--- src/design/elink_pkg.sv ---
package elink_pkg;

   // ####################################################################
   // packet geometry
   // ####################################################################
   localparam int PW = 104;             // emesh packet width
   localparam int RFAW = 6;             // reg field addr width

   // field positions inside a packet
   localparam int WRITE_BIT = 0;        // write flag
   localparam int DMODE_LSB = 1;        // datamode
   localparam int DMODE_MSB = 2;
   localparam int CTRL_LSB = 3;         // ctrlmode
   localparam int CTRL_MSB = 6;
   localparam int DST_LSB = 8;          // dstaddr
   localparam int DST_MSB = 39;
   localparam int DATA_LSB = 40;        // write data
   localparam int DATA_MSB = 71;
   localparam int SRC_LSB = 72;         // srcaddr
   localparam int SRC_MSB = 103;

   // ####################################################################
   // config window
   // ####################################################################
   localparam logic [11:0] ELINK_ID = 12'h810;        // matched vs addr[31:20]
   localparam logic [2:0] CFG_GROUP = 3'h2;           // matched vs addr[10:8]
   localparam logic [11:0] DEFAULT_CHIPID = 12'h808;
   localparam logic [15:0] CLK_DEFAULT = 16'h573;     // all clocks on, slowest

   // register index, taken from addr[RFAW+1:2]
   typedef enum logic [RFAW-1:0] {
      E_RESET = 6'd0,                   // soft resets, bit0 tx / bit1 rx
      E_CLK = 6'd1,                     // clock config
      E_CHIPID = 6'd2                   // chip id
   } ecfg_reg_t;

   // ####################################################################
   // tx queue and serializer
   // ####################################################################
   localparam int FIFO_DEPTH = 4;       // packets
   localparam int FIFO_AW = 2;          // log2 of depth
   localparam int PKT_BYTES = 13;       // 104 / 8

   typedef enum logic {
      TX_IDLE,                          // waiting on fifo
      TX_SEND                           // frame up, shifting bytes
   } tx_state_t;

endpackage

--- src/design/ecfg_elink.sv ---
`timescale 1ns/1ps

module ecfg_elink (
   input  logic                     clk,
   input  logic                     por_reset,          // hard reset
   input  logic                     txwr_access,        // one cycle strobe
   input  logic [elink_pkg::PW-1:0] txwr_packet,
   output logic                     txwr_gated_access,  // to tx fifo
   output logic                     etx_soft_reset,     // level
   output logic                     erx_soft_reset,     // level
   output logic [15:0]              clk_config,         // pll settings
   output logic [11:0]              chipid
);
   import elink_pkg::*;

   // decoded packet fields
   logic            mi_we;
   logic [31:0]     mi_addr;
   logic [31:0]     mi_din;
   logic [RFAW-1:0] mi_reg;

   // decode
   logic mi_en;
   logic ecfg_write;
   logic reset_write;
   logic clk_write;
   logic chipid_write;

   // config registers
   logic [1:0]  ecfg_reset_reg;
   logic [15:0] ecfg_clk_reg;
   logic [11:0] ecfg_chipid_reg;

   // ####################################################################
   // packet unpack
   // ####################################################################
   assign mi_we   = txwr_packet[WRITE_BIT];
   assign mi_addr = txwr_packet[DST_MSB:DST_LSB];
   assign mi_din  = txwr_packet[DATA_MSB:DATA_LSB];
   assign mi_reg  = mi_addr[RFAW+1:2];            // word index in window

   // ####################################################################
   // address decode
   // ####################################################################
   // window hit needs both our mesh id and the config group
   assign mi_en = txwr_access &
                  (mi_addr[31:20] == ELINK_ID) &
                  (mi_addr[10:8] == CFG_GROUP);

   assign ecfg_write = mi_en & mi_we;             // reads fall through

   assign reset_write  = ecfg_write & (mi_reg == E_RESET);
   assign clk_write    = ecfg_write & (mi_reg == E_CLK);
   assign chipid_write = ecfg_write & (mi_reg == E_CHIPID);

   // only real register writes are swallowed,
   // unmapped indices still go out on the link
   assign txwr_gated_access = txwr_access &
                              ~(reset_write | clk_write | chipid_write);

   // ####################################################################
   // soft reset register
   // ####################################################################
   always_ff @(posedge clk or posedge por_reset) begin
      if (por_reset) begin
         ecfg_reset_reg <= 2'b00;                  // both paths running
      end else if (reset_write) begin
         ecfg_reset_reg <= mi_din[1:0];
      end
   end

   assign etx_soft_reset = ecfg_reset_reg[0];      // flushes tx fifo + serializer
   assign erx_soft_reset = ecfg_reset_reg[1];      // rx side, not here

   // ####################################################################
   // clock config register
   // ####################################################################
   always_ff @(posedge clk or posedge por_reset) begin
      if (por_reset) begin
         ecfg_clk_reg <= CLK_DEFAULT;
      end else if (clk_write) begin
         ecfg_clk_reg <= mi_din[15:0];
      end
   end

   assign clk_config = ecfg_clk_reg;               // no clock gen behind it

   // ####################################################################
   // chip id register
   // ####################################################################
   always_ff @(posedge clk or posedge por_reset) begin
      if (por_reset) begin
         ecfg_chipid_reg <= DEFAULT_CHIPID;
      end else if (chipid_write) begin
         ecfg_chipid_reg <= mi_din[11:0];
      end
   end

   assign chipid = ecfg_chipid_reg;                // full 12 bits

   // ####################################################################
   // checks
   // ####################################################################
   // one access hits at most one register
   a_one_reg_write : assert property (
      @(posedge clk) disable iff (por_reset)
      $onehot0({reset_write, clk_write, chipid_write})
   ) else $error("ecfg_elink: more than one register write enable");

   // gate can only remove accesses, never create them
   a_gate_subset : assert property (
      @(posedge clk) disable iff (por_reset)
      txwr_gated_access |-> txwr_access
   ) else $error("ecfg_elink: gated access without source access");

endmodule

--- src/design/elink_tx.sv ---
`timescale 1ns/1ps

module elink_tx (
   input  logic                     clk,
   input  logic                     por_reset,
   // write packets in
   input  logic                     txwr_access,
   input  logic [elink_pkg::PW-1:0] txwr_packet,
   output logic                     txwr_wait,
   // byte link out
   input  logic                     tx_wait,
   output logic                     tx_frame,
   output logic [7:0]               tx_data,
   // config outputs
   output logic                     etx_soft_reset,
   output logic                     erx_soft_reset,
   output logic [15:0]              clk_config,
   output logic [11:0]              chipid
);
   import elink_pkg::*;

   logic          txwr_gated_access;   // cfg writes removed
   logic          fifo_empty;
   logic          fifo_pop;
   logic [PW-1:0] fifo_packet;

   // config decode and register window
   ecfg_elink ecfg_elink_i (
      .clk               (clk),
      .por_reset         (por_reset),
      .txwr_access       (txwr_access),
      .txwr_packet       (txwr_packet),
      .txwr_gated_access (txwr_gated_access),
      .etx_soft_reset    (etx_soft_reset),
      .erx_soft_reset    (erx_soft_reset),
      .clk_config        (clk_config),
      .chipid            (chipid)
   );

   // packet queue, packet bypasses the gate as a wire
   etx_fifo etx_fifo_i (
      .clk               (clk),
      .por_reset         (por_reset),
      .etx_soft_reset    (etx_soft_reset),
      .txwr_gated_access (txwr_gated_access),
      .txwr_packet       (txwr_packet),
      .fifo_pop          (fifo_pop),
      .fifo_packet       (fifo_packet),
      .fifo_empty        (fifo_empty),
      .txwr_wait         (txwr_wait)
   );

   // byte serializer
   etx_serializer etx_serializer_i (
      .clk            (clk),
      .por_reset      (por_reset),
      .etx_soft_reset (etx_soft_reset),
      .fifo_empty     (fifo_empty),
      .fifo_packet    (fifo_packet),
      .tx_wait        (tx_wait),
      .fifo_pop       (fifo_pop),
      .tx_frame       (tx_frame),
      .tx_data        (tx_data)
   );

endmodule

--- src/design/etx_fifo.sv ---
`timescale 1ns/1ps

module etx_fifo (
   input  logic                     clk,
   input  logic                     por_reset,
   input  logic                     etx_soft_reset,     // flush + hold empty
   input  logic                     txwr_gated_access,  // write strobe
   input  logic [elink_pkg::PW-1:0] txwr_packet,
   input  logic                     fifo_pop,           // read strobe
   output logic [elink_pkg::PW-1:0] fifo_packet,        // head of queue
   output logic                     fifo_empty,
   output logic                     txwr_wait           // full level
);
   import elink_pkg::*;

   // storage
   logic [PW-1:0] mem [FIFO_DEPTH];

   // pointers, count has one extra bit for the full case
   logic [FIFO_AW-1:0] wr_ptr;
   logic [FIFO_AW-1:0] rd_ptr;
   logic [FIFO_AW:0]   count;

   logic full;
   logic do_write;
   logic do_read;

   // ####################################################################
   // status
   // ####################################################################
   assign full       = (count == (FIFO_AW+1)'(FIFO_DEPTH));
   assign fifo_empty = (count == '0);
   assign txwr_wait  = full;                    // back-pressure to source

   // writes dropped when full or while flushing
   assign do_write = txwr_gated_access & ~full & ~etx_soft_reset;
   assign do_read  = fifo_pop & ~fifo_empty;

   // ####################################################################
   // pointer and count
   // ####################################################################
   always_ff @(posedge clk or posedge por_reset) begin
      if (por_reset) begin
         wr_ptr <= '0;
         rd_ptr <= '0;
         count  <= '0;
      end else if (etx_soft_reset) begin
         wr_ptr <= '0;                          // flush, contents left stale
         rd_ptr <= '0;
         count  <= '0;
      end else begin
         if (do_write) begin
            wr_ptr <= wr_ptr + 1'b1;            // wraps at depth
         end
         if (do_read) begin
            rd_ptr <= rd_ptr + 1'b1;
         end
         case ({do_write, do_read})
            2'b10:   count <= count + 1'b1;
            2'b01:   count <= count - 1'b1;
            default: count <= count;            // none, or both at once
         endcase
      end
   end

   // ####################################################################
   // storage array
   // ####################################################################
   always_ff @(posedge clk) begin
      if (do_write) begin
         mem[wr_ptr] <= txwr_packet;
      end
   end

   assign fifo_packet = mem[rd_ptr];            // first word fall through

   // ####################################################################
   // checks
   // ####################################################################
   // serializer must look at empty before popping
   a_no_pop_empty : assert property (
      @(posedge clk) disable iff (por_reset)
      fifo_pop |-> !fifo_empty
   ) else $error("etx_fifo: pop while empty");

   // source ignored txwr_wait, packet lost
   a_no_write_full : assert property (
      @(posedge clk) disable iff (por_reset)
      txwr_gated_access |-> !full
   ) else $error("etx_fifo: write while full, packet dropped");

endmodule

--- src/design/etx_serializer.sv ---
`timescale 1ns/1ps

module etx_serializer (
   input  logic                     clk,
   input  logic                     por_reset,
   input  logic                     etx_soft_reset,  // drop packet, go idle
   input  logic                     fifo_empty,
   input  logic [elink_pkg::PW-1:0] fifo_packet,     // queue head
   input  logic                     tx_wait,         // far end stall, level
   output logic                     fifo_pop,        // one cycle strobe
   output logic                     tx_frame,        // high for whole packet
   output logic [7:0]               tx_data
);
   import elink_pkg::*;

   tx_state_t state;

   logic [PW-1:0] pkt_reg;     // packet being sent
   logic [3:0]    byte_idx;    // bytes already sent
   logic [3:0]    byte_sel;    // byte lane within pkt_reg
   logic          last_byte;

   // ####################################################################
   // fifo side
   // ####################################################################
   // pop only from idle, so frame drops for a cycle between packets
   assign fifo_pop = (state == TX_IDLE) & ~fifo_empty & ~etx_soft_reset;

   // ####################################################################
   // byte select
   // ####################################################################
   assign byte_sel  = 4'(PKT_BYTES - 1) - byte_idx;       // msb first
   assign last_byte = (byte_idx == 4'(PKT_BYTES - 1));

   assign tx_frame = (state == TX_SEND);
   assign tx_data  = pkt_reg[{byte_sel, 3'b000} +: 8];    // lane * 8

   // ####################################################################
   // state machine
   // ####################################################################
   always_ff @(posedge clk or posedge por_reset) begin
      if (por_reset) begin
         state    <= TX_IDLE;
         byte_idx <= '0;
      end else if (etx_soft_reset) begin
         state    <= TX_IDLE;                 // current packet abandoned
         byte_idx <= '0;
      end else begin
         case (state)
            TX_IDLE: begin
               if (fifo_pop) begin
                  state    <= TX_SEND;
                  byte_idx <= '0;
               end
            end
            TX_SEND: begin
               if (!tx_wait) begin            // byte taken this edge
                  if (last_byte) begin
                     state    <= TX_IDLE;
                     byte_idx <= '0;
                  end else begin
                     byte_idx <= byte_idx + 1'b1;
                  end
               end
            end
            default: begin
               state <= TX_IDLE;
            end
         endcase
      end
   end

   // holding register, loaded on pop
   always_ff @(posedge clk) begin
      if (fifo_pop) begin
         pkt_reg <= fifo_packet;
      end
   end

   // ####################################################################
   // checks
   // ####################################################################
   // stall must freeze the link exactly, nothing lost or repeated
   a_wait_hold : assert property (
      @(posedge clk) disable iff (por_reset)
      tx_frame && tx_wait && !etx_soft_reset |=> tx_frame && $stable(tx_data)
   ) else $error("etx_serializer: tx_data moved during tx_wait");

endmodule

--- config.mk ---
export PLATFORM = sky130hd
export DESIGN_NAME = elink_tx
export DESIGN_NICKNAME = d
export VERILOG_FILES = /design/src/design/elink_pkg.sv /design/src/design/ecfg_elink.sv /design/src/design/elink_tx.sv /design/src/design/etx_fifo.sv /design/src/design/etx_serializer.sv
export SDC_FILE = /design/constraint.sdc
export NUM_CORES = 1
export LEC_CHECK = 0
export ABC_AREA = 1
export BUFFER_PORTS_ARGS = -buffer_cell sky130_fd_sc_hd__buf_2
export CAP_MARGIN = 20
export CORE_MARGIN = 10
export CORE_UTILIZATION = 60
export CTS_CLUSTER_SIZE = 8
export DETAILED_ROUTE_END_ITERATION = 7
export HOLD_SLACK_MARGIN = 0.03
export PLACE_DENSITY_LB_ADDON = 0.08
export SLEW_MARGIN = 20
export SYNTH_ARGS = -nofsm -noshare
export SYNTH_HDL_FRONTEND = slang
export SYNTH_SLANG_ARGS = --single-unit
--- constraint.sdc ---
create_clock -name clk -period 8.1 [get_ports clk]
set_clock_uncertainty 0.05 [all_clocks]
set_input_delay 0 -clock clk [delete_from_list [all_inputs] [get_ports clk]]
set_output_delay 0 -clock clk [all_outputs]
set_load 0.005 [all_outputs]
==> results of run 1 <==
stage by stage:
step	hold slack (ps)	setup WS [ps]	utilization	area [um2]
finish	60.4	3980	0.730	25900
global route	106	3750	0.730	25900
CTS	46.3	4010	0.730	25900
detailed placement	130	4630	0.638	22600
global placement	119	4690	0.638	22600
floorplan	48.9	1640	-	21500
placed cells by master (no fill, tap or decap), types with 21 or more instances in the layout:
cell type,synthesis,routed
nand2_1,63,63
inv_1,54,51
clkbuf_16,0,82
buf_2,17,147
a21oi_1,21,21
o21ai_0,246,246
o22ai_1,121,121
dfrtp_1,33,31
nor2_1,287,282
edfxtp_1,520,520
dlygate4sd3_1,0,107
kinds of logic after synthesis:
logic type | share of synthesized area
AOI/OAI and AO/OA | 0.114
xor gates and xnor gates | 0.00122
adders and majority gates | 0.00442
buffers and inverters | 0.0289
DFF | 0.775
muxes | 0.00279
and+or+nand+nor | 0.0737
per-layer routing:
layer	routed length, um	track usage	vias up	part of all wire
met5	0	0	-	0
li1	-	-	6213	-
met2	24600	0.364	539	0.48
met3	3770	0.0462	82	0.074
met1	21300	0.314	6618	0.42
met4	1400	0.0861	0	0.027
worst reg2reg max path, stage by stage (launching register included):
cell     delay (ps)
dfrtp_1         400
nor2_1           80
nand2_1          80
nand2_1          60
nor2_2          140
nand3_2         270
nor2_4          150
buf_4           600
buf_4           800
how the worst max path moves through the flow:
stage	from	end	slack, ps	cells past startpoint
after CTS	etx_serializer_i.byte_idx[0]$_DFFE_PP0P_	tx_data[4]	4010	9
after floorplan	etx_fifo_i.count[0]$_DFFE_PP0P_	etx_fifo_i.count[2]$_DFFE_PP0P_	1640	12
after global routing	etx_serializer_i.byte_idx[0]$_DFFE_PP0P_	tx_data[0]	3750	9
after detailed placement	etx_serializer_i.byte_idx[0]$_DFFE_PP0P_	tx_data[4]	4630	9
after global placement	etx_serializer_i.byte_idx[0]$_DFFE_PP0P_	tx_data[4]	4690	9
final	etx_serializer_i.byte_idx[0]$_DFFE_PP0P_	tx_data[4]	3980	9
synthesized netlist by cell type (6+ instances only):
master    count
nand2_1      63
buf_2        17
inv_1        54
ha_1          6
o22ai_1     121
buf_4        12
o21ai_2      15
clkbuf_1     57
edfxtp_1    520
o21ai_1      20
nand3_1      13
o21ai_0     246
dfstp_2       9
a21oi_1      21
dfrtp_1      33
a221oi_1      8
nor2_1      287
o31ai_1       8
power breakdown:
group / internal [mW] / total, mW / switching, mW
combinational: 0.723 / 2.50 / 1.78
clock: 1.84 / 2.95 / 1.12
sequential: 3.86 / 4.04 / 0.183
cell type report:
| class | count | area, um2 |
|---|---|---|
| sequential | 562 | 16700 |
| fill | 2257 | 9560 |
| multi-input combinational | 839 | 4270 |
| clock buffer | 97 | 2110 |
| timing repair buffer | 274 | 1960 |
| tap | 461 | 577 |
| inverter | 56 | 213 |
| clock inverter | 7 | 111 |
==> results.cfg, run 1 <==
[clocking]
clk_path_buf_depth = 3
cts_tree = yes
htree_levels = 3
cts_setup_buffers = 0
cts-root-buf = clkbuf_16
clk_pin_slew_ps = 50
cts_made_buffers = 80
cts-resized-gates = 0
cts_sinks = 562
ctsHoldBuffers = 107
clk_latency_ps = 590

[detailed_routing]
routed-via-count = 13500
drc = 0
finalWirelength_mm = 51.1
via_per_inst = 5.86
ant_nets = 0
drtIter0Drc = 1153
wl_per_cell_um = 22.2
dr.pass1.iters = 5

[worst_setup_path]
worstReg2RegStart = etx_fifo_i.count[0]$_DFFE_PP0P_
crit_family = buffers and inverters
critPathBufInv = 4
slowest_delay_ps = 940
setup.worst_path.class = register to primary output
reg2reg_setup_slack_ps = 5000
crit_top_cell = inv_2
crit_fanout = 52
slowest_stage = ha_1
crit_chain = buf_4 -> inv_2 -> ha_1 -> inv_2 -> nand3_1 -> nor2_1 -> o21ai_0 -> o31ai_1 -> buf_2
cp.arrival_ps = 4070
r2r_end = etx_fifo_i.mem[0][96]$_DFFE_PP_
crit_required_ps = 8050
reg2regPathDepth = 8
end_kind = primary output
start_kind = register

[sta]
rsz0062_at_grt = false
finalCriticalPeriod_ps = 4120
worst_pin_slew_ps = 935
setup_violations = 0
layout_worst_path_cycle_share = 0.508
finalMaxSlewViolations = 0
max_slew_margin = 0.377
setup_tns_ps = 0
hold_violations = 0
max_freq_mhz = 243

[floorplanning]
die_w_um = 209
die_area_um2 = 43900
pin_count = 148
chipHeight_um = 209
coreArea_um2 = 35500
start_util = 0.607
rows = 69

[synthesis]
ys_warn_count = 0
synthArstFlopShare = 0.0747
syn_nets = 1660
synth_cells = 1545
synth.distinct_cells = 33
synth_top_cell_area_share = 0.725
ys_ff_latch = 562
avgSynthCellArea_um2 = 13.9
syn_area_um2 = 21500
synth_edf_count = 520
yosysTopAreaCell = edfxtp_1
synth_flop_cell = edfxtp_1
yosysSeqAreaShare = 0.775
synth_area_leaders = edfxtp_1 73%, o21ai_0 5.7%, nor2_1 5.0%

[grt]
grt_overflow = 0
antenna_found_initial = 0
grt_pass1_vias = 13400
grt_first_pass_wirelength_mm = 78.2
track_usage = 0.231
grt_max_degree = 95

[flow_run]
maxCapViolCount = 0

[layout]
largest_reg_flops = 416
stdcell_count = 2296
drive_above_1_share = 0.172
nNetsFinal = 1928
antenna_cells = 0
areaGrowthSynthToFinish_pct = 20.4

[pwr]
leakage_nw = 9.27
pwr_density_cell_nw_per_um2 = 366
ir_drop_mv = 0.224
finalPower_mw = 9.50

[placed_design]
placedCellCount = 2085
post-dp-hpwl_mm = 29.4
place_congestion = 0.868
portBuffers = 147

[hold_path]
hold_path_class = primary input to asynchronous set/reset pin

[status]
run_status = complete, no violations
(Power assumes the default switching activity.)
==> run 2, diff against run 1 <==
- clock period: 8.1 -> 3.97 ns (I/O delays scaled with it)
==> run 2 against run 1 <==
Die area unchanged. Via count grew 1.6%. Combinational power increased by 120%. Routed wire length up 0.33%. Register-to-register slack lost 3500 ps.
==> results.cfg, run 2 (synthesis gave the netlist of run 1 again) <==
[floorplanning]
chipHeight_um = 209
start_util = 0.607
coreArea_um2 = 35500
rows = 69
die_w_um = 209
die_area_um2 = 43900
pin_count = 148

[clocking]
cts-root-buf = clkbuf_16
clk_path_buf_depth = 3
cts_made_buffers = 80
cts_tree = yes
clk_pin_slew_ps = 50
htree_levels = 3
clk_latency_ps = 580
cts_sinks = 562

[worst_setup_path]
crit_chain = inv_1 -> ha_1 -> inv_2 -> a21oi_1 -> a221oi_1 -> o21ai_0 -> o31ai_1 -> buf_2
slowest_delay_ps = 480
reg2regPathDepth = 7
setup.worst_path.class = register to primary output
end_kind = primary output
start_kind = register
reg2reg_setup_slack_ps = 1480
worstReg2RegStart = etx_fifo_i.count[0]$_DFFE_PP0P_
slowest_stage = a221oi_1
crit_fanout = 25
cp.arrival_ps = 3040
r2r_end = etx_fifo_i.mem[0][67]$_DFFE_PP_
crit_required_ps = 3920

[sta]
fin_hold_ws_ps = 96.0
max_slew_margin = 0.376
finalCriticalPeriod_ps = 3090
rsz0062_at_grt = false
max_freq_mhz = 324
finalMaxSlewViolations = 0
layout_worst_path_cycle_share = 0.778
hold_violations = 0
worst_pin_slew_ps = 934
setup_violations = 0

[pwr]
ir_drop_mv = 0.450
leakage_nw = 9.37
pwr_density_cell_nw_per_um2 = 759
finalPower_mw = 19.9

[hold_path]
hold_path_class = primary input to asynchronous set/reset pin

[layout]
nNetsFinal = 1935
drive_above_1_share = 0.173
largest_reg_flops = 416
areaGrowthSynthToFinish_pct = 21.7
final_cell_mix = 520 x edfxtp_1, 282 x nor2_1, 246 x o21ai_0
antenna_cells = 0
final_common_cell = edfxtp_1

[placed_design]
post-dp-hpwl_mm = 29.3
portBuffers = 147
place_congestion = 0.883

[grt]
grt_max_degree = 127
grt_pass1_vias = 13900
antenna_found_initial = 0
track_usage = 0.231
grt_overflow = 0
grt_first_pass_wirelength_mm = 78.8

[status]
run_status = complete, no violations

[detailed_routing]
drc = 0
finalWirelength_mm = 51.3
drtIter0Drc = 1219
routed-via-count = 13700
ant_nets = 0
wl_per_cell_um = 22.0
dr.pass1.iters = 6
via_per_inst = 5.88

[flow_run]
maxCapViolCount = 0
run 2: changes by cell type in the layout (fill, tap and decap cells not counted), sizes merged:
cell | before | now
buf | 167 | 174
clkinv | 5 | 2
bufinv | 1 | 0
clkbuf | 97 | 124
run 2: through the flow:
step	std cells	utilization	instance area, um2	worst slack (ps)	TNS, ps
finish	2326	0.738	26200	880	0
global route	2326	0.738	26200	797	0
CTS	2326	0.738	26200	981	0
detailed placement	2092	0.643	22800	1460	0
global placement	2092	0.643	22800	1490	0
floorplan	1545	-	21500	-158	-65660
run 2: layout make-up:
type / instances / area [um2]
Clock buffer: 124 / 2270
Multi-Input combinational cell: 839 / 4270
Sequential cell: 562 / 16700
Fill cell: 2226 / 9280
Timing Repair Buffer: 281 / 2160
Clock inverter: 3 / 26.3
Tap cell: 461 / 577
Inverter: 56 / 213
run 2: power breakdown:
group / switching [mW] / internal [mW] / leakage [nW]
registers: 0.312 / 7.85 / 5.28
logic: 3.92 / 1.61 / 2.99
clock network: 2.30 / 3.88 / 1.11
run 2: what timing repair did:
action	4_1_cts	5_1_grt
setup buffers	0	0
resized for setup	0	0
endpoints found under the hold margin	498	0
hold buffers	107	0
run 2: per-layer routing:
| layer | global-route usage | vias to the layer above | routed length [um] |
|---|---|---|---|
| met5 | 0 | - | 0 |
| met4 | 0.0950 | 0 | 1500 |
| met2 | 0.365 | 586 | 24500 |
| li1 | - | 6274 | - |
| met3 | 0.0466 | 93 | 4020 |
| met1 | 0.311 | 6717 | 21300 |
run 2: worst max-delay path: cells and delay by family, from the launching register on:
kind	cells	cell delay, ps
AO/OA/AOI/OAI	4	1050
buffers and inverters	3	690
flip-flops	1	410
adder cells (fa/ha/maj)	1	300
run 2: how the worst max path moves through the flow:
stage | from | slack, ps | to
3_5_place_dp | etx_fifo_i.count[0]$_DFFE_PP0P_ | 1460 | etx_fifo_i.mem[0][67]$_DFFE_PP_
4_1_cts | etx_serializer_i.byte_idx[1]$_DFFE_PP0P_ | 980 | tx_data[4]
2_1_floorplan | etx_fifo_i.count[0]$_DFFE_PP0P_ | -160 | etx_fifo_i.mem[0][0]$_DFFE_PP_
6_report | etx_serializer_i.byte_idx[1]$_DFFE_PP0P_ | 880 | tx_data[4]
5_1_grt | etx_serializer_i.byte_idx[1]$_DFFE_PP0P_ | 800 | tx_data[5]
3_3_place_gp | etx_fifo_i.count[0]$_DFFE_PP0P_ | 1490 | etx_fifo_i.mem[0][65]$_DFFE_PP_
==> run 3, diff against run 2 <==
- clock period: 3.97 -> 3.1 ns (I/O delays scaled with it)
==> run 3 against run 2 <==
Clock-buffer cell count decreased by 10. Largest cell class unchanged. Final area decreased by 0.39%. Combinational power increased by 25%. Worst hold slack got worse by 29 ps. Routed wire length increased by 0.43%. Global-route usage increased by 0.25 points. Critical path depth unchanged. Power increased by 26%. First-iteration DRC count decreased by 4.8%. Cell count decreased by 0.47%.
==> results.cfg, run 3 (synthesis gave the netlist of run 1 again) <==
[status]
run_status = complete, no violations

[detailed_routing]
drc = 0
ant_nets = 0
dr.pass1.iters = 7
finalWirelength_mm = 51.5
drtIter0Drc = 1160
wl_per_cell_um = 22.2
via_per_inst = 5.86
routed-via-count = 13600

[layout]
antenna_cells = 0
final_cell_mix = 520 x edfxtp_1, 282 x nor2_1, 246 x o21ai_0
nNetsFinal = 1932
largest_reg_flops = 416
final_common_cell = edfxtp_1
areaGrowthSynthToFinish_pct = 21.2
drive_above_1_share = 0.173
stdcell_area_um2 = 26100
n_fill_cell = 2225

[placed_design]
place_congestion = 0.865
portBuffers = 147
dp_slack_ps = 794
post-dp-hpwl_mm = 29.3
postPlaceCellArea_um2 = 22800

[grt]
grt_max_degree = 117
grt_overflow = 0
grt_pass1_vias = 13600
track_usage = 0.234
antenna_found_initial = 0
grt_first_pass_wirelength_mm = 79.7

[sta]
layout_worst_path_cycle_share = 0.943
finalMaxSlewViolations = 0
fin_hold_ws_ps = 67.1
setup_tns_ps = 0
finalCriticalPeriod_ps = 2920
rsz0062_at_grt = false
hold_violations = 0
worst_pin_slew_ps = 759
max_slew_margin = 0.494
fin_ws_ps = 176
setup_violations = 0
max_freq_mhz = 342

[worst_setup_path]
r2r_end = etx_fifo_i.mem[1][7]$_DFFE_PP_
worstReg2RegStart = etx_fifo_i.count[0]$_DFFE_PP0P_
start_kind = register
crit_fanout = 17
cp.arrival_ps = 2870
reg2reg_setup_slack_ps = 790
end_kind = primary output
reg2regPathDepth = 7
setup.worst_path.class = register to primary output
crit_required_ps = 3050

[pwr]
finalPower_mw = 25.1
leakage_nw = 9.31
p_int_mw = 16.9
p_seq_frac = 0.419
pwr-share-clk = 0.307
ir_drop_mv = 0.638
swShare = 0.328
switchingPower_mw = 8.23
pwr_density_cell_nw_per_um2 = 962
combPwrFrac = 0.274

[hold_path]
hold_path_class = primary input to asynchronous set/reset pin

[floorplanning]
pin_count = 148
coreArea_um2 = 35500
rows = 69
chipHeight_um = 209
die_area_um2 = 43900
die_w_um = 209
start_util = 0.607

[clocking]
clk_latency_ps = 580
cts_sinks = 562
cts_tree = yes
clk_path_buf_depth = 3
cts_made_buffers = 80
cts-root-buf = clkbuf_16
clk_pin_slew_ps = 50
htree_levels = 3

[flow_run]
maxCapViolCount = 0
## run 3: final cells by class
class | instances | area [um2] | share of cell area
clock inverters | 5 | 43.8 | 0.00168
inverters | 56 | 215 | 0.00825
repair buffers | 278 | 2150 | 0.0824
flip-flops and latches | 562 | 16700 | 0.639
well taps | 461 | 577 | 0.0221
multi-input cells | 839 | 4280 | 0.164
clock buffers | 114 | 2150 | 0.0824
## run 3: repair_timing
action / CTS / global route
hold endpoints to repair: 498 / 0
buffers inserted: 0 / 0
hold buffers: 107 / 0
gates resized for setup: 0 / 4
setup endpoints to repair: 0 / 3
## run 3: worst max-delay path by stage
stage,from,endpoint,slack (ps),cells after the start
final,etx_serializer_i.byte_idx[1]$_DFFE_PP0P_,tx_data[6],180,8
after global routing,etx_serializer_i.byte_idx[1]$_DFFE_PP0P_,tx_data[2],30,10
after CTS,etx_serializer_i.byte_idx[1]$_DFFE_PP0P_,tx_data[6],120,8
after detailed placement,etx_fifo_i.count[0]$_DFFE_PP0P_,etx_fifo_i.mem[1][4]$_DFFE_PP_,790,7
after global placement,etx_fifo_i.count[0]$_DFFE_PP0P_,etx_fifo_i.mem[1][4]$_DFFE_PP_,840,7
after floorplan,etx_fifo_i.count[0]$_DFFE_PP0P_,etx_fifo_i.mem[0][0]$_DFFE_PP_,-1020,6
## run 3: metrics by stage
| step | utilization | cells |
|---|---|---|
| global route | 0.736 | 2315 |
| detailed placement | 0.643 | 2089 |
| floorplan | - | 1545 |
| CTS | 0.735 | 2315 |
| global placement | 0.643 | 2089 |
| finish | 0.736 | 2315 |
## run 3: critical path, stage by stage, from the launching register on
cell and delay [ps]:
dfrtp_1 380, inv_1 80, ha_2 450, buf_4 250
o21ai_0 120, o22ai_1 270, nor2_1 70, o31ai_1 450
buf_2 210
## run 3: power by group through the flow
stage               combinational (mW)  sequential [mW]  clock, mW
floorplan                         4.44             10.5          0
global placement                  6.59             10.6          0
detailed placement                6.75             10.6          0
CTS                               6.91             10.5       7.79
global route                      7.64             10.6       8.16
finish                            6.89             10.5       7.71
## run 3: per-layer routing
metal,track usage,share of wire
met5,0,0
met4,0.0695,0.021
met2,0.371,0.49
met1,0.322,0.42
met3,0.0488,0.072
